$ cat config.mk
export PLATFORM = sky130hd
export DESIGN_NAME = text_display_top
export DESIGN_NICKNAME = d
export VERILOG_FILES = /design/src/vga_pkg.sv /design/src/vga_sync.sv /design/src/text_layout.sv /design/src/glyph_rom.sv /design/src/pixel_stage.sv /design/src/text_display_top.sv
export SDC_FILE = /design/constraint.sdc
export NUM_CORES = 1
export LEC_CHECK = 0
export ABC_CLOCK_PERIOD_IN_PS = 2500
export BUFFER_PORTS_ARGS = -buffer_cell sky130_fd_sc_hd__buf_2
export CAP_MARGIN = 20
export CELL_PAD_IN_SITES_DETAIL_PLACEMENT = 2
export CELL_PAD_IN_SITES_GLOBAL_PLACEMENT = 2
export CORE_MARGIN = 2
export CORE_UTILIZATION = 30
export DETAILED_ROUTE_END_ITERATION = 12
export PLACE_DENSITY = 0.82
export SYNTH_ARGS = -nofsm -noshare
export SYNTH_HDL_FRONTEND = slang
export SYNTH_SLANG_ARGS = --single-unit
$ cat constraint.sdc
create_clock -name clk -period 2.5 [get_ports clk]
set_input_delay 0.5 -clock clk [delete_from_list [all_inputs] [get_ports clk]]
set_output_delay 0.5 -clock clk [all_outputs]
set_load 0.03 [all_outputs]
$ cat src/vga_pkg.sv
`default_nettype none

package vga_pkg;

	// Horizontal timing in pixels, 640x480 at 60 Hz
	localparam int H_ACTIVE = 640;
	localparam int H_FRONT  = 16;
	localparam int H_SYNC   = 96;
	localparam int H_BACK   = 48;
	localparam int H_TOTAL  = H_ACTIVE + H_FRONT + H_SYNC + H_BACK; // 800

	// Vertical timing in lines
	localparam int V_ACTIVE = 480;
	localparam int V_FRONT  = 10;
	localparam int V_SYNC   = 2;
	localparam int V_BACK   = 33;
	localparam int V_TOTAL  = V_ACTIVE + V_FRONT + V_SYNC + V_BACK; // 525

	// Sync pulse windows, start inclusive, end exclusive
	localparam int H_SYNC_START = H_ACTIVE + H_FRONT;     // 656
	localparam int H_SYNC_END   = H_SYNC_START + H_SYNC;  // 752
	localparam int V_SYNC_START = V_ACTIVE + V_FRONT;     // 490
	localparam int V_SYNC_END   = V_SYNC_START + V_SYNC;  // 492

	// Counter widths
	localparam int H_BITS = 10;
	localparam int V_BITS = 10;

	// 4 bits each for red, green, blue
	localparam int RGB_BITS = 12;

	// Character cell and banner length
	localparam int CHAR_W  = 8;
	localparam int CHAR_H  = 16;
	localparam int MSG_LEN = 8;

	// Glyph codes, upper part of the font ROM address
	typedef enum logic [2:0] {
		GLYPH_SPACE = 3'd0,
		GLYPH_J     = 3'd1,
		GLYPH_V     = 3'd2,
		GLYPH_M     = 3'd3,
		GLYPH_B     = 3'd4,
		GLYPH_S     = 3'd5,
		GLYPH_L     = 3'd6  // Code 7 has no glyph
	} glyph_t;

endpackage

`default_nettype wire

$ cat src/vga_sync.sv
`timescale 1ns/1ns
`default_nettype none

module vga_sync
	import vga_pkg::*;
(
	input  logic              clk,
	input  logic              rst,
	output logic [H_BITS-1:0] h_count,
	output logic [V_BITS-1:0] v_count,
	output logic              hsync_raw,
	output logic              vsync_raw,
	output logic              active_raw
);

	logic h_last; // Last pixel of a line
	logic v_last; // Last line of a frame
	logic h_in_sync;
	logic v_in_sync;
	logic h_active;
	logic v_active;

	assign h_last = (h_count == H_BITS'(H_TOTAL - 1));
	assign v_last = (v_count == V_BITS'(V_TOTAL - 1));

	// Pixel counter, one step per clock
	always_ff @(posedge clk)
	begin
		if (rst)
		begin
			h_count <= '0;
		end
		else if (h_last)
		begin
			h_count <= '0;
		end
		else
		begin
			h_count <= h_count + 1'b1;
		end
	end

	// Line counter steps on the horizontal wrap
	always_ff @(posedge clk)
	begin
		if (rst)
		begin
			v_count <= '0;
		end
		else if (h_last)
		begin
			if (v_last)
			begin
				v_count <= '0;
			end
			else
			begin
				v_count <= v_count + 1'b1;
			end
		end
	end

	// Pulse windows decoded straight from the counters
	always_comb
	begin
		h_in_sync = (h_count >= H_BITS'(H_SYNC_START)) &&
		            (h_count <  H_BITS'(H_SYNC_END));
		v_in_sync = (v_count >= V_BITS'(V_SYNC_START)) &&
		            (v_count <  V_BITS'(V_SYNC_END));
		h_active  = (h_count < H_BITS'(H_ACTIVE));
		v_active  = (v_count < V_BITS'(V_ACTIVE));
	end

	assign hsync_raw  = ~h_in_sync; // Active low
	assign vsync_raw  = ~v_in_sync; // Active low
	assign active_raw = h_active & v_active;

endmodule

`default_nettype wire

$ cat src/text_layout.sv
`timescale 1ns/1ns
`default_nettype none

module text_layout
	import vga_pkg::*;
#(
	parameter int TEXT_X0 = 288,
	parameter int TEXT_Y0 = 232
)
(
	input  logic [H_BITS-1:0] h_count,
	input  logic [V_BITS-1:0] v_count,
	output glyph_t            glyph,
	output logic [3:0]        glyph_row,
	output logic [2:0]        bit_col,
	output logic              in_text
);

	localparam int COL_BITS  = $clog2(CHAR_W);
	localparam int SLOT_BITS = $clog2(MSG_LEN);
	localparam int ROW_BITS  = $clog2(CHAR_H);
	localparam int BOX_W     = CHAR_W * MSG_LEN; // 64 pixels wide

	logic [H_BITS-1:0]    x_off;
	logic [V_BITS-1:0]    y_off;
	logic                 in_x;
	logic                 in_y;
	logic [SLOT_BITS-1:0] slot;

	// Offsets from the box origin, wrap is masked by the bound checks
	assign x_off = h_count - H_BITS'(TEXT_X0);
	assign y_off = v_count - V_BITS'(TEXT_Y0);

	assign in_x = (h_count >= H_BITS'(TEXT_X0)) && (x_off < H_BITS'(BOX_W));
	assign in_y = (v_count >= V_BITS'(TEXT_Y0)) && (y_off < V_BITS'(CHAR_H));
	assign in_text = in_x & in_y;

	assign slot      = x_off[COL_BITS +: SLOT_BITS];
	assign bit_col   = x_off[COL_BITS-1:0];
	assign glyph_row = y_off[ROW_BITS-1:0];

	// Fixed banner text, one glyph per slot
	always_comb
	begin
		if (!in_text)
		begin
			glyph = GLYPH_SPACE;
		end
		else
		begin
			case (slot)
				3'd0:    glyph = GLYPH_J;
				3'd1:    glyph = GLYPH_V;
				3'd2:    glyph = GLYPH_M;
				3'd3:    glyph = GLYPH_SPACE;
				3'd4:    glyph = GLYPH_B;
				3'd5:    glyph = GLYPH_S;
				3'd6:    glyph = GLYPH_L;
				default: glyph = GLYPH_SPACE; // Trailing blank
			endcase
		end
	end

endmodule

`default_nettype wire

$ cat src/glyph_rom.sv
`timescale 1ns/1ns
`default_nettype none

module glyph_rom
	import vga_pkg::*;
(
	input  glyph_t     glyph,
	input  logic [3:0] glyph_row,
	output logic [7:0] row_bits
);

	logic [6:0] rom_addr;

	assign rom_addr = {glyph, glyph_row}; // Glyph code picks the 16-row block

	always_comb
	begin
		case (rom_addr)
			7'h00: row_bits = 8'b00000000;
			7'h01: row_bits = 8'b00000000;
			7'h02: row_bits = 8'b00000000;
			7'h03: row_bits = 8'b00000000;
			7'h04: row_bits = 8'b00000000;
			7'h05: row_bits = 8'b00000000;
			7'h06: row_bits = 8'b00000000; // Space
			7'h07: row_bits = 8'b00000000;
			7'h08: row_bits = 8'b00000000;
			7'h09: row_bits = 8'b00000000;
			7'h0a: row_bits = 8'b00000000;
			7'h0b: row_bits = 8'b00000000;
			7'h0c: row_bits = 8'b00000000;
			7'h0d: row_bits = 8'b00000000;
			7'h0e: row_bits = 8'b00000000;
			7'h0f: row_bits = 8'b00000000;
			7'h10: row_bits = 8'b00000000;
			7'h11: row_bits = 8'b00000000;
			7'h12: row_bits = 8'b11111110;
			7'h13: row_bits = 8'b11111110;
			7'h14: row_bits = 8'b00111000;
			7'h15: row_bits = 8'b00111000;
			7'h16: row_bits = 8'b00111000; // J
			7'h17: row_bits = 8'b00111000;
			7'h18: row_bits = 8'b00111000;
			7'h19: row_bits = 8'b00111000;
			7'h1a: row_bits = 8'b00111000;
			7'h1b: row_bits = 8'b00111000;
			7'h1c: row_bits = 8'b11110000;
			7'h1d: row_bits = 8'b11110000;
			7'h1e: row_bits = 8'b00000000;
			7'h1f: row_bits = 8'b00000000;
			7'h20: row_bits = 8'b00000000;
			7'h21: row_bits = 8'b00000000;
			7'h22: row_bits = 8'b11000110;
			7'h23: row_bits = 8'b11000110;
			7'h24: row_bits = 8'b11000110;
			7'h25: row_bits = 8'b11000110;
			7'h26: row_bits = 8'b11000110; // V
			7'h27: row_bits = 8'b11000110;
			7'h28: row_bits = 8'b11000110;
			7'h29: row_bits = 8'b01101100;
			7'h2a: row_bits = 8'b01101100;
			7'h2b: row_bits = 8'b01101100;
			7'h2c: row_bits = 8'b00111000;
			7'h2d: row_bits = 8'b00010000;
			7'h2e: row_bits = 8'b00000000;
			7'h2f: row_bits = 8'b00000000;
			7'h30: row_bits = 8'b00000000;
			7'h31: row_bits = 8'b00000000;
			7'h32: row_bits = 8'b10000010;
			7'h33: row_bits = 8'b11000110;
			7'h34: row_bits = 8'b11000110;
			7'h35: row_bits = 8'b11000110;
			7'h36: row_bits = 8'b11000110; // M
			7'h37: row_bits = 8'b11101110;
			7'h38: row_bits = 8'b11111110;
			7'h39: row_bits = 8'b11010110;
			7'h3a: row_bits = 8'b11010110;
			7'h3b: row_bits = 8'b11000110;
			7'h3c: row_bits = 8'b11000110;
			7'h3d: row_bits = 8'b00000000;
			7'h3e: row_bits = 8'b00000000;
			7'h3f: row_bits = 8'b00000000;
			7'h40: row_bits = 8'b00000000;
			7'h41: row_bits = 8'b00000000;
			7'h42: row_bits = 8'b11111100;
			7'h43: row_bits = 8'b11000110;
			7'h44: row_bits = 8'b11000010;
			7'h45: row_bits = 8'b11000010;
			7'h46: row_bits = 8'b11000100; // B
			7'h47: row_bits = 8'b11111000;
			7'h48: row_bits = 8'b11111000;
			7'h49: row_bits = 8'b11000100;
			7'h4a: row_bits = 8'b11000010;
			7'h4b: row_bits = 8'b11000010;
			7'h4c: row_bits = 8'b11000110;
			7'h4d: row_bits = 8'b11111110;
			7'h4e: row_bits = 8'b00000000;
			7'h4f: row_bits = 8'b00000000;
			7'h50: row_bits = 8'b00000000;
			7'h51: row_bits = 8'b00000000;
			7'h52: row_bits = 8'b01111110;
			7'h53: row_bits = 8'b11111110;
			7'h54: row_bits = 8'b11100000;
			7'h55: row_bits = 8'b11100000;
			7'h56: row_bits = 8'b01111000; // S
			7'h57: row_bits = 8'b00111100;
			7'h58: row_bits = 8'b00001110;
			7'h59: row_bits = 8'b00000110;
			7'h5a: row_bits = 8'b00000110;
			7'h5b: row_bits = 8'b00000110;
			7'h5c: row_bits = 8'b11111110;
			7'h5d: row_bits = 8'b11111100;
			7'h5e: row_bits = 8'b00000000;
			7'h5f: row_bits = 8'b00000000;
			7'h60: row_bits = 8'b00000000;
			7'h61: row_bits = 8'b00000000;
			7'h62: row_bits = 8'b11000000;
			7'h63: row_bits = 8'b11000000;
			7'h64: row_bits = 8'b11000000;
			7'h65: row_bits = 8'b11000000;
			7'h66: row_bits = 8'b11000000; // L
			7'h67: row_bits = 8'b11000000;
			7'h68: row_bits = 8'b11000000;
			7'h69: row_bits = 8'b11000000;
			7'h6a: row_bits = 8'b11000000;
			7'h6b: row_bits = 8'b11000000;
			7'h6c: row_bits = 8'b11111110;
			7'h6d: row_bits = 8'b11111110;
			7'h6e: row_bits = 8'b00000000;
			7'h6f: row_bits = 8'b00000000;
			default: row_bits = 8'b00000000; // Code 7 is blank
		endcase
	end

endmodule

`default_nettype wire

$ cat src/pixel_stage.sv
`timescale 1ns/1ns
`default_nettype none

module pixel_stage
	import vga_pkg::*;
#(
	parameter logic [RGB_BITS-1:0] FG_COLOR = 12'hFFF,
	parameter logic [RGB_BITS-1:0] BG_COLOR = 12'h008
)
(
	input  logic                clk,
	input  logic                rst,
	input  logic [7:0]          row_bits,
	input  logic [2:0]          bit_col,
	input  logic                in_text,
	input  logic                hsync_raw,
	input  logic                vsync_raw,
	input  logic                active_raw,
	output logic [RGB_BITS-1:0] rgb,
	output logic                hsync,
	output logic                vsync,
	output logic                video_on
);

	logic                font_bit;
	logic                lit;
	logic [RGB_BITS-1:0] rgb_next;

	// Leftmost pixel is the MSB of the font row
	assign font_bit = row_bits[3'd7 - bit_col];
	assign lit      = in_text & font_bit;

	always_comb
	begin
		if (!active_raw)
		begin
			rgb_next = '0; // Blanking must be black
		end
		else if (lit)
		begin
			rgb_next = FG_COLOR;
		end
		else
		begin
			rgb_next = BG_COLOR;
		end
	end

	// Colour and sync share one stage so they line up at the pins
	always_ff @(posedge clk)
	begin
		if (rst)
		begin
			rgb      <= '0;
			hsync    <= 1'b1;
			vsync    <= 1'b1;
			video_on <= 1'b0;
		end
		else
		begin
			rgb      <= rgb_next;
			hsync    <= hsync_raw;
			vsync    <= vsync_raw;
			video_on <= active_raw;
		end
	end

endmodule

`default_nettype wire

$ cat src/text_display_top.sv
`timescale 1ns/1ns
`default_nettype none

module text_display_top
	import vga_pkg::*;
#(
	parameter int                  TEXT_X0  = 288,
	parameter int                  TEXT_Y0  = 232,
	parameter logic [RGB_BITS-1:0] FG_COLOR = 12'hFFF,
	parameter logic [RGB_BITS-1:0] BG_COLOR = 12'h008
)
(
	input  logic                clk,  // Pixel clock
	input  logic                rst,
	output logic [RGB_BITS-1:0] rgb,
	output logic                hsync,
	output logic                vsync,
	output logic                video_on
);

	logic [H_BITS-1:0] h_count;
	logic [V_BITS-1:0] v_count;
	logic              hsync_raw;
	logic              vsync_raw;
	logic              active_raw;
	glyph_t            glyph;
	logic [3:0]        glyph_row;
	logic [2:0]        bit_col;
	logic              in_text;
	logic [7:0]        row_bits;

	vga_sync u_sync (
		.clk        (clk),
		.rst        (rst),
		.h_count    (h_count),
		.v_count    (v_count),
		.hsync_raw  (hsync_raw),
		.vsync_raw  (vsync_raw),
		.active_raw (active_raw)
	);

	text_layout #(
		.TEXT_X0 (TEXT_X0),
		.TEXT_Y0 (TEXT_Y0)
	) u_layout (
		.h_count   (h_count),
		.v_count   (v_count),
		.glyph     (glyph),
		.glyph_row (glyph_row),
		.bit_col   (bit_col),
		.in_text   (in_text)
	);

	glyph_rom u_rom (
		.glyph     (glyph),
		.glyph_row (glyph_row),
		.row_bits  (row_bits)
	);

	pixel_stage #(
		.FG_COLOR (FG_COLOR),
		.BG_COLOR (BG_COLOR)
	) u_pixel (
		.clk        (clk),
		.rst        (rst),
		.row_bits   (row_bits),
		.bit_col    (bit_col),
		.in_text    (in_text),
		.hsync_raw  (hsync_raw),
		.vsync_raw  (vsync_raw),
		.active_raw (active_raw),
		.rgb        (rgb),
		.hsync      (hsync),
		.vsync      (vsync),
		.video_on   (video_on)
	);

endmodule

`default_nettype wire

# Yosys cells after proc, flatten, opt, wreduce, memory -nomap -nowiden
# Memories as Yosys holds them, arrays and structs flattened.
# Cells that the tools add are included.
# W data, S select, Z words.
# totals
reg_bits,35
romBits,896
out_inout_bits,15
elab_cells,49
mem_count,1
# op_classes
n_addsub,5
order_cmp,11
eq_ne,7
mux,6
bitwise_logic,6
reduce_logical,7
# memory_table
name,words,width,rd,rd_ports_with_merged_regs,wr,line,source
(no name shown),128,7,1,0,0,glyph_rom.sv:18,case (rom_addr)
# op_table
operator,count
$add A10 B1 Y10 const B,2
$eq A10 B10 Y1 const B,2
$ge A10 B9 Y1 const B,2
$lt A10 B10 Y1 const B,2
$lt A10 B9 Y1 const B,2
$pmux W3 S6,1
$mux W12,1
$ge A10 B10 Y1 const B,1
$ge A10 B8 Y1 const B,1
$lt A10 B5 Y1 const B,1
$lt A10 B7 Y1 const B,1
$mux W10,1
$sub A10 B8 Y10 const B,1
$sub A10 B9 Y10 const B,1
$eq A3 B3 Y1 const B,3
$logic_and A1 B1 Y1,4
$lt A3 B4 Y1 const B,1
$reduce_or A2 Y1,2
$and A1 B1 Y1,3
$bmux W1 S3,1
$eq A3 B1 Y1 const B,1
$eq A3 B2 Y1 const B,1
$logic_not A3 Y1,1
$mux W3,1
other kinds (3),5

# Logic depth before layout (Yosys ltp)
# An unclocked memory read counts as a cell.
# depth
word_depth,10
depth_mapped,10

# Hierarchy
# From an unflattened synthesis, not the netlist that was laid out.
# hier_totals
hier_cells,273
hier_area_um2,2205.9
# modules_own_cells
mod,n_inst,cells_each,area_each_um2,seq_area_each_um2
vga_sync,1,116,1039.7,400.4
glyph_rom,1,94,645.6,0.0
pixel_stage,1,26,272.8,100.1
text_layout,1,37,247.7,0.0

# Least setup slack after synthesis
# No wires, ideal clock.
# synth_timing
kind,register to register
start,register u_sync.v_count[3]
end,register u_pixel.rgb[10]
arrival_ns,2.475
t_required_ns,2.414
path_slack_ns,-0.060
path_stages_with_launch,11
path_buffers,1
synth_period_minus_slack_ns,2.560
cell_sequence,dfxtp_1 > buf_2 > clkinv_1 > ha_1 > xnor2_1 > nor4_4 > o211ai_1 > o32a_1 > a211oi_1 > o31ai_1 > a211oi_1
# synth_via
elab_chain_len,10
word_cells_on_any_way,15
# synth_rtl
element,line,source
"start, declared",vga_sync.sv:10,"output logic [V_BITS-1:0] v_count,"
"start signal, assigned",vga_sync.sv:58,v_count <= v_count + 1'b1;
$sub A10 B8 Y10,text_layout.sv:32,assign y_off = v_count - V_BITS'(TEXT_Y0);
$lt A10 B5 Y1,text_layout.sv:35,assign in_y = (v_count >= V_BITS'(TEXT_Y0)) && (y_off < V_BITS'(CHAR_H));
$logic_and A1 B1 Y1,text_layout.sv:35,
$and A1 B1 Y1,text_layout.sv:36,assign in_text = in_x & in_y;
$mux W3,text_layout.sv:45,if (!in_text)
$mem_v2 Z128 W7,--,
$bmux W1 S3,pixel_stage.sv:30,assign font_bit = row_bits[3'd7 - bit_col];
$mux W1 (not written as such),pixel_stage.sv:30,
$and A1 B1 Y1,pixel_stage.sv:31,assign lit = in_text & font_bit;
$mux W12,pixel_stage.sv:39,else if (lit)
"end signal, assigned",pixel_stage.sv:61,rgb <= rgb_next;
"end, declared",pixel_stage.sv:19,"output logic [RGB_BITS-1:0] rgb,"
# Parallel ways exist; a longest one is shown, timed or not. The select of a mux whose other input is x is not followed.
# A chain may end at the register's enable or synchronous reset.

# Final worst setup path
# layout_timing
start,register u_sync.h_count[5]
end,register u_pixel.rgb[10]
# layout_via
elab_chain_len,10
word_cells_on_any_way,22
# layout_rtl
element,line,source
"start, declared",vga_sync.sv:9,"output logic [H_BITS-1:0] h_count,"
"start signal, assigned",vga_sync.sv:39,h_count <= h_count + 1'b1;
$sub A10 B9 Y10,text_layout.sv:31,assign x_off = h_count - H_BITS'(TEXT_X0);
$lt A10 B7 Y1,text_layout.sv:34,assign in_x = (h_count >= H_BITS'(TEXT_X0)) && (x_off < H_BITS'(BOX_W));
$logic_and A1 B1 Y1,text_layout.sv:34,
$and A1 B1 Y1,text_layout.sv:36,
$mux W3,text_layout.sv:45,
$mem_v2 Z128 W7,--,
$bmux W1 S3,pixel_stage.sv:30,
$mux W1 (not written as such),pixel_stage.sv:30,
$and A1 B1 Y1,pixel_stage.sv:31,
$mux W12,pixel_stage.sv:39,
# Parallel ways exist; a longest one is shown, timed or not. The select of a mux whose other input is x is not followed.

==> impl_metrics.env <==
export IMPL_finalHoldViolCount=0
export IMPL_synthDistinctLibCells=59
export IMPL_fmax_mhz=404
export IMPL_drc=0
export IMPL_grt_max_degree=26
export IMPL_cp_slowest_cell="o32a_1"
export IMPL_clk_pin_slew_ns=0.10
export IMPL_num_vias=2295
export IMPL_p_leak_uw=0.000977
export IMPL_cts_buffers=3
export IMPL_tritoncts="yes"
export IMPL_firstDrtPassIters=4
export IMPL_min_period_ns=2.47
export IMPL_cp_startpoint="u_sync.h_count[5]"
export IMPL_synthCells=299
export IMPL_cellPowerDensity_mw_per_mm2=278
export IMPL_antenna_found_initial=0
export IMPL_clock_root_buffer="clkbuf_8"
export IMPL_path_max_fanout=5
export IMPL_slew_headroom=0.618
export IMPL_pin_count=17
export IMPL_crit_path_end_kind="register"
export IMPL_crit_top_cell="a211oi_1"
export IMPL_wirelength_um=7790
export IMPL_grt_pass1_vias=2440
export IMPL_clock_path_buffers=2
export IMPL_nets=336
export IMPL_setup_ws_ns=0.0273
export IMPL_grtUsageTotal=0.192
export IMPL_ys_flop_type="dfxtp_1"
export IMPL_start_util=0.314
export IMPL_required_ns=2.71
export IMPL_setup_viol=0
export IMPL_r2r_start="u_sync.h_count[5]"
export IMPL_utilization=0.355
export IMPL_regArea_um2=504
export IMPL_yosysTopAreaCellShare=0.218
export IMPL_avgSynthCellArea_um2=7.69
export IMPL_grt_pass1_wl_um=12900
export IMPL_hold_class="in2reg"
export IMPL_period_share=0.989
export IMPL_clock_sinks=25
export IMPL_synth_area_mm2=0.00230
export IMPL_crit_type="reg2reg"
export IMPL_worst_pin_slew_ns=0.573
export IMPL_nFillCells=873
export IMPL_yosys_warnings=0
export IMPL_pre_cts_ws_ns=0.0189
export IMPL_syn_to_final_growth_pct=13.1
export IMPL_synth_seq_cells=25
export IMPL_die_w_um=91.5
export IMPL_worstSkewPairLatency_ns=0.28
export IMPL_synth_edff_count=0
export IMPL_ys_async_sr_fraction=0
export IMPL_finalSetupTns_ns=0
export IMPL_crit_chain="inv_1 > ha_1 > or2_2 > o21ai_1 > a32oi_1 > o32a_1 > a211oi_1 > o31ai_1 > a211oi_1"
export IMPL_status="completed"
export IMPL_via_per_inst=5.56
export IMPL_layout_drive_gt1_share=0.204
export IMPL_wl_per_cell_um=18.9
export IMPL_ant_nets=0
export IMPL_cts_htree_levels=1
export IMPL_row_count=31
export IMPL_worstSetupEndpoint="u_pixel.rgb[10]"
export IMPL_finClkSkew_ns=0.00955
export IMPL_arrival_ns=2.68
export IMPL_multi_input_area_mm2=0.00162
export IMPL_synth_area_leaders="dfxtp_1 22%, ha_1 10%, nor2_1 5.9%"
export IMPL_ys_seq_area_frac=0.218
export IMPL_grt_overflow=0
export IMPL_die_h_um=91.5
export IMPL_rsz0062_at_grt="yes"
export IMPL_report_final_slew_viol_count=0
export IMPL_gp_congestion=0.929
export IMPL_maxCapViolCount=0
export IMPL_yosys_area_top_type="dfxtp_1"
export IMPL_io_buffers=16
export IMPL_dp_hpwl_um=6170
export IMPL_critPathLaunchType="register"
export IMPL_rr_endpoint="u_pixel.rgb[10]"
export IMPL_die_area_mm2=0.00838
export IMPL_ir_drop_v=0.000189
export IMPL_coreArea_mm2=0.00733
export IMPL_crit_path_max_incr_delay_ns=0.40
export IMPL_rr_worst_depth=9
export IMPL_drtIter0Drc=97
export IMPL_diodes=0
export IMPL_rrSetupSlack_ns=0.03
export IMPL_syn_num_nets=320
==> Yosys cell counts, types with 4 or more instances <==
cell	instances
inv_1	11
o31ai_1	6
dfxtp_1	25
o211ai_1	5
a21oi_1	9
ha_1	19
buf_2	5
and2_1	5
clkbuf_1	8
and3_1	5
nand3_1	8
o2111ai_1	4
nand2_1	25
nand4_1	7
xnor2_1	7
nor2_1	36
o21ai_0	12
xor2_1	7
a22oi_1	4
nand2b_1	10
nor2b_1	6
a211oi_1	5
nor3_1	10
buf_4	11
==> kinds of logic (layout without fill, tap and decap cells) <==
logic type	count (synthesis)	in the layout	share of synthesized area
flops	25	25	0.218
mux	2	2	0.0142
fa+ha+maj	19	19	0.103
buf+inv	40	55	0.0958
compound gates	67	67	0.210
xor+xnor	14	14	0.0533
simple gates	132	132	0.305
==> layout by cell type (no fill, tap or decap), types with 9 or more instances in the layout <==
master / n
nor2_1: 36
nand2_1: 25
dfxtp_1: 24
buf_4: 23
ha_1: 18
buf_2: 16
inv_1: 10
nand2b_1: 10
o21ai_0: 10
a21oi_1: 9
==> what timing repair did <==
| action | CTS | global route |
|---|---|---|
| gates resized for setup | 2 | 12 |
| buffers inserted | 0 | 1 |
| endpoints found under the setup margin | 1 | 5 |
| hold buffers | 0 | 0 |
| pin swaps | 0 | 4 |
==> state kept, by name (all words and copies together), names as in the netlist <==
name	flops
u_sync.h_count	10
u_pixel.vsync	1
u_pixel.hsync	1
u_sync.v_count	10
u_pixel.rgb	2
u_pixel.video_on	1
==> worst max-delay path: cells and delay by family (launching register included) <==
family / cells / cell delay (ns)
adders and majority gates: 1 / 0.25
buffers and inverters: 1 / 0.10
DFF: 1 / 0.35
and+or+nand+nor: 1 / 0.30
AOI/OAI and AO/OA: 6 / 1.38
==> routing by layer <==
metal	global-route usage	wire [µm]	vias to the layer above
li1	-	-	1090
met1	0.243	3530	1142
met2	0.338	3820	48
met3	0.0174	242	15
met4	0.0644	194	0
met5	0	0	-
==> final cells by class <==
cell class / count / share of cell area
multi-input combinational: 234 / 0.625
sequential: 25 / 0.194
timing repair buffer: 39 / 0.0972
tap: 99 / 0.0476
inverter: 12 / 0.0178
clock buffer: 3 / 0.0159
clock inverter: 1 / 0.00289
==> per-stage QoR <==
stage,total power (µW),std cells,cell area (µm²),hold WS [ns]
finish,723,413,2600,0.534
global route,755,413,2600,0.542
CTS,738,412,2550,0.530
detailed placement,472,408,2490,0.586
global placement,471,408,2490,0.551
floorplan,454,299,2300,0.512
==> worst min-delay path by stage <==
| stage | end | from | depth (start not counted) | slack [ns] |
|---|---|---|---|---|
| finish | u_sync.v_count[0] | rst | 2 | 0.53 |
| global route | u_sync.v_count[0] | rst | 2 | 0.54 |
| CTS | u_sync.v_count[0] | rst | 2 | 0.53 |
| detailed placement | u_sync.v_count[9] | u_sync.v_count[9] | 2 | 0.59 |
| global placement | u_sync.v_count[9] | u_sync.v_count[9] | 2 | 0.55 |
| floorplan | u_sync.v_count[9] | u_sync.v_count[9] | 2 | 0.51 |
==> report_power, final <==
part           internal (µW)  switching, µW  total (µW)
logic                   19.8           34.9        54.7
registers                403           6.22         409
clock network            114            146         260
No activity file was read; power rests on OpenSTA's default activity.
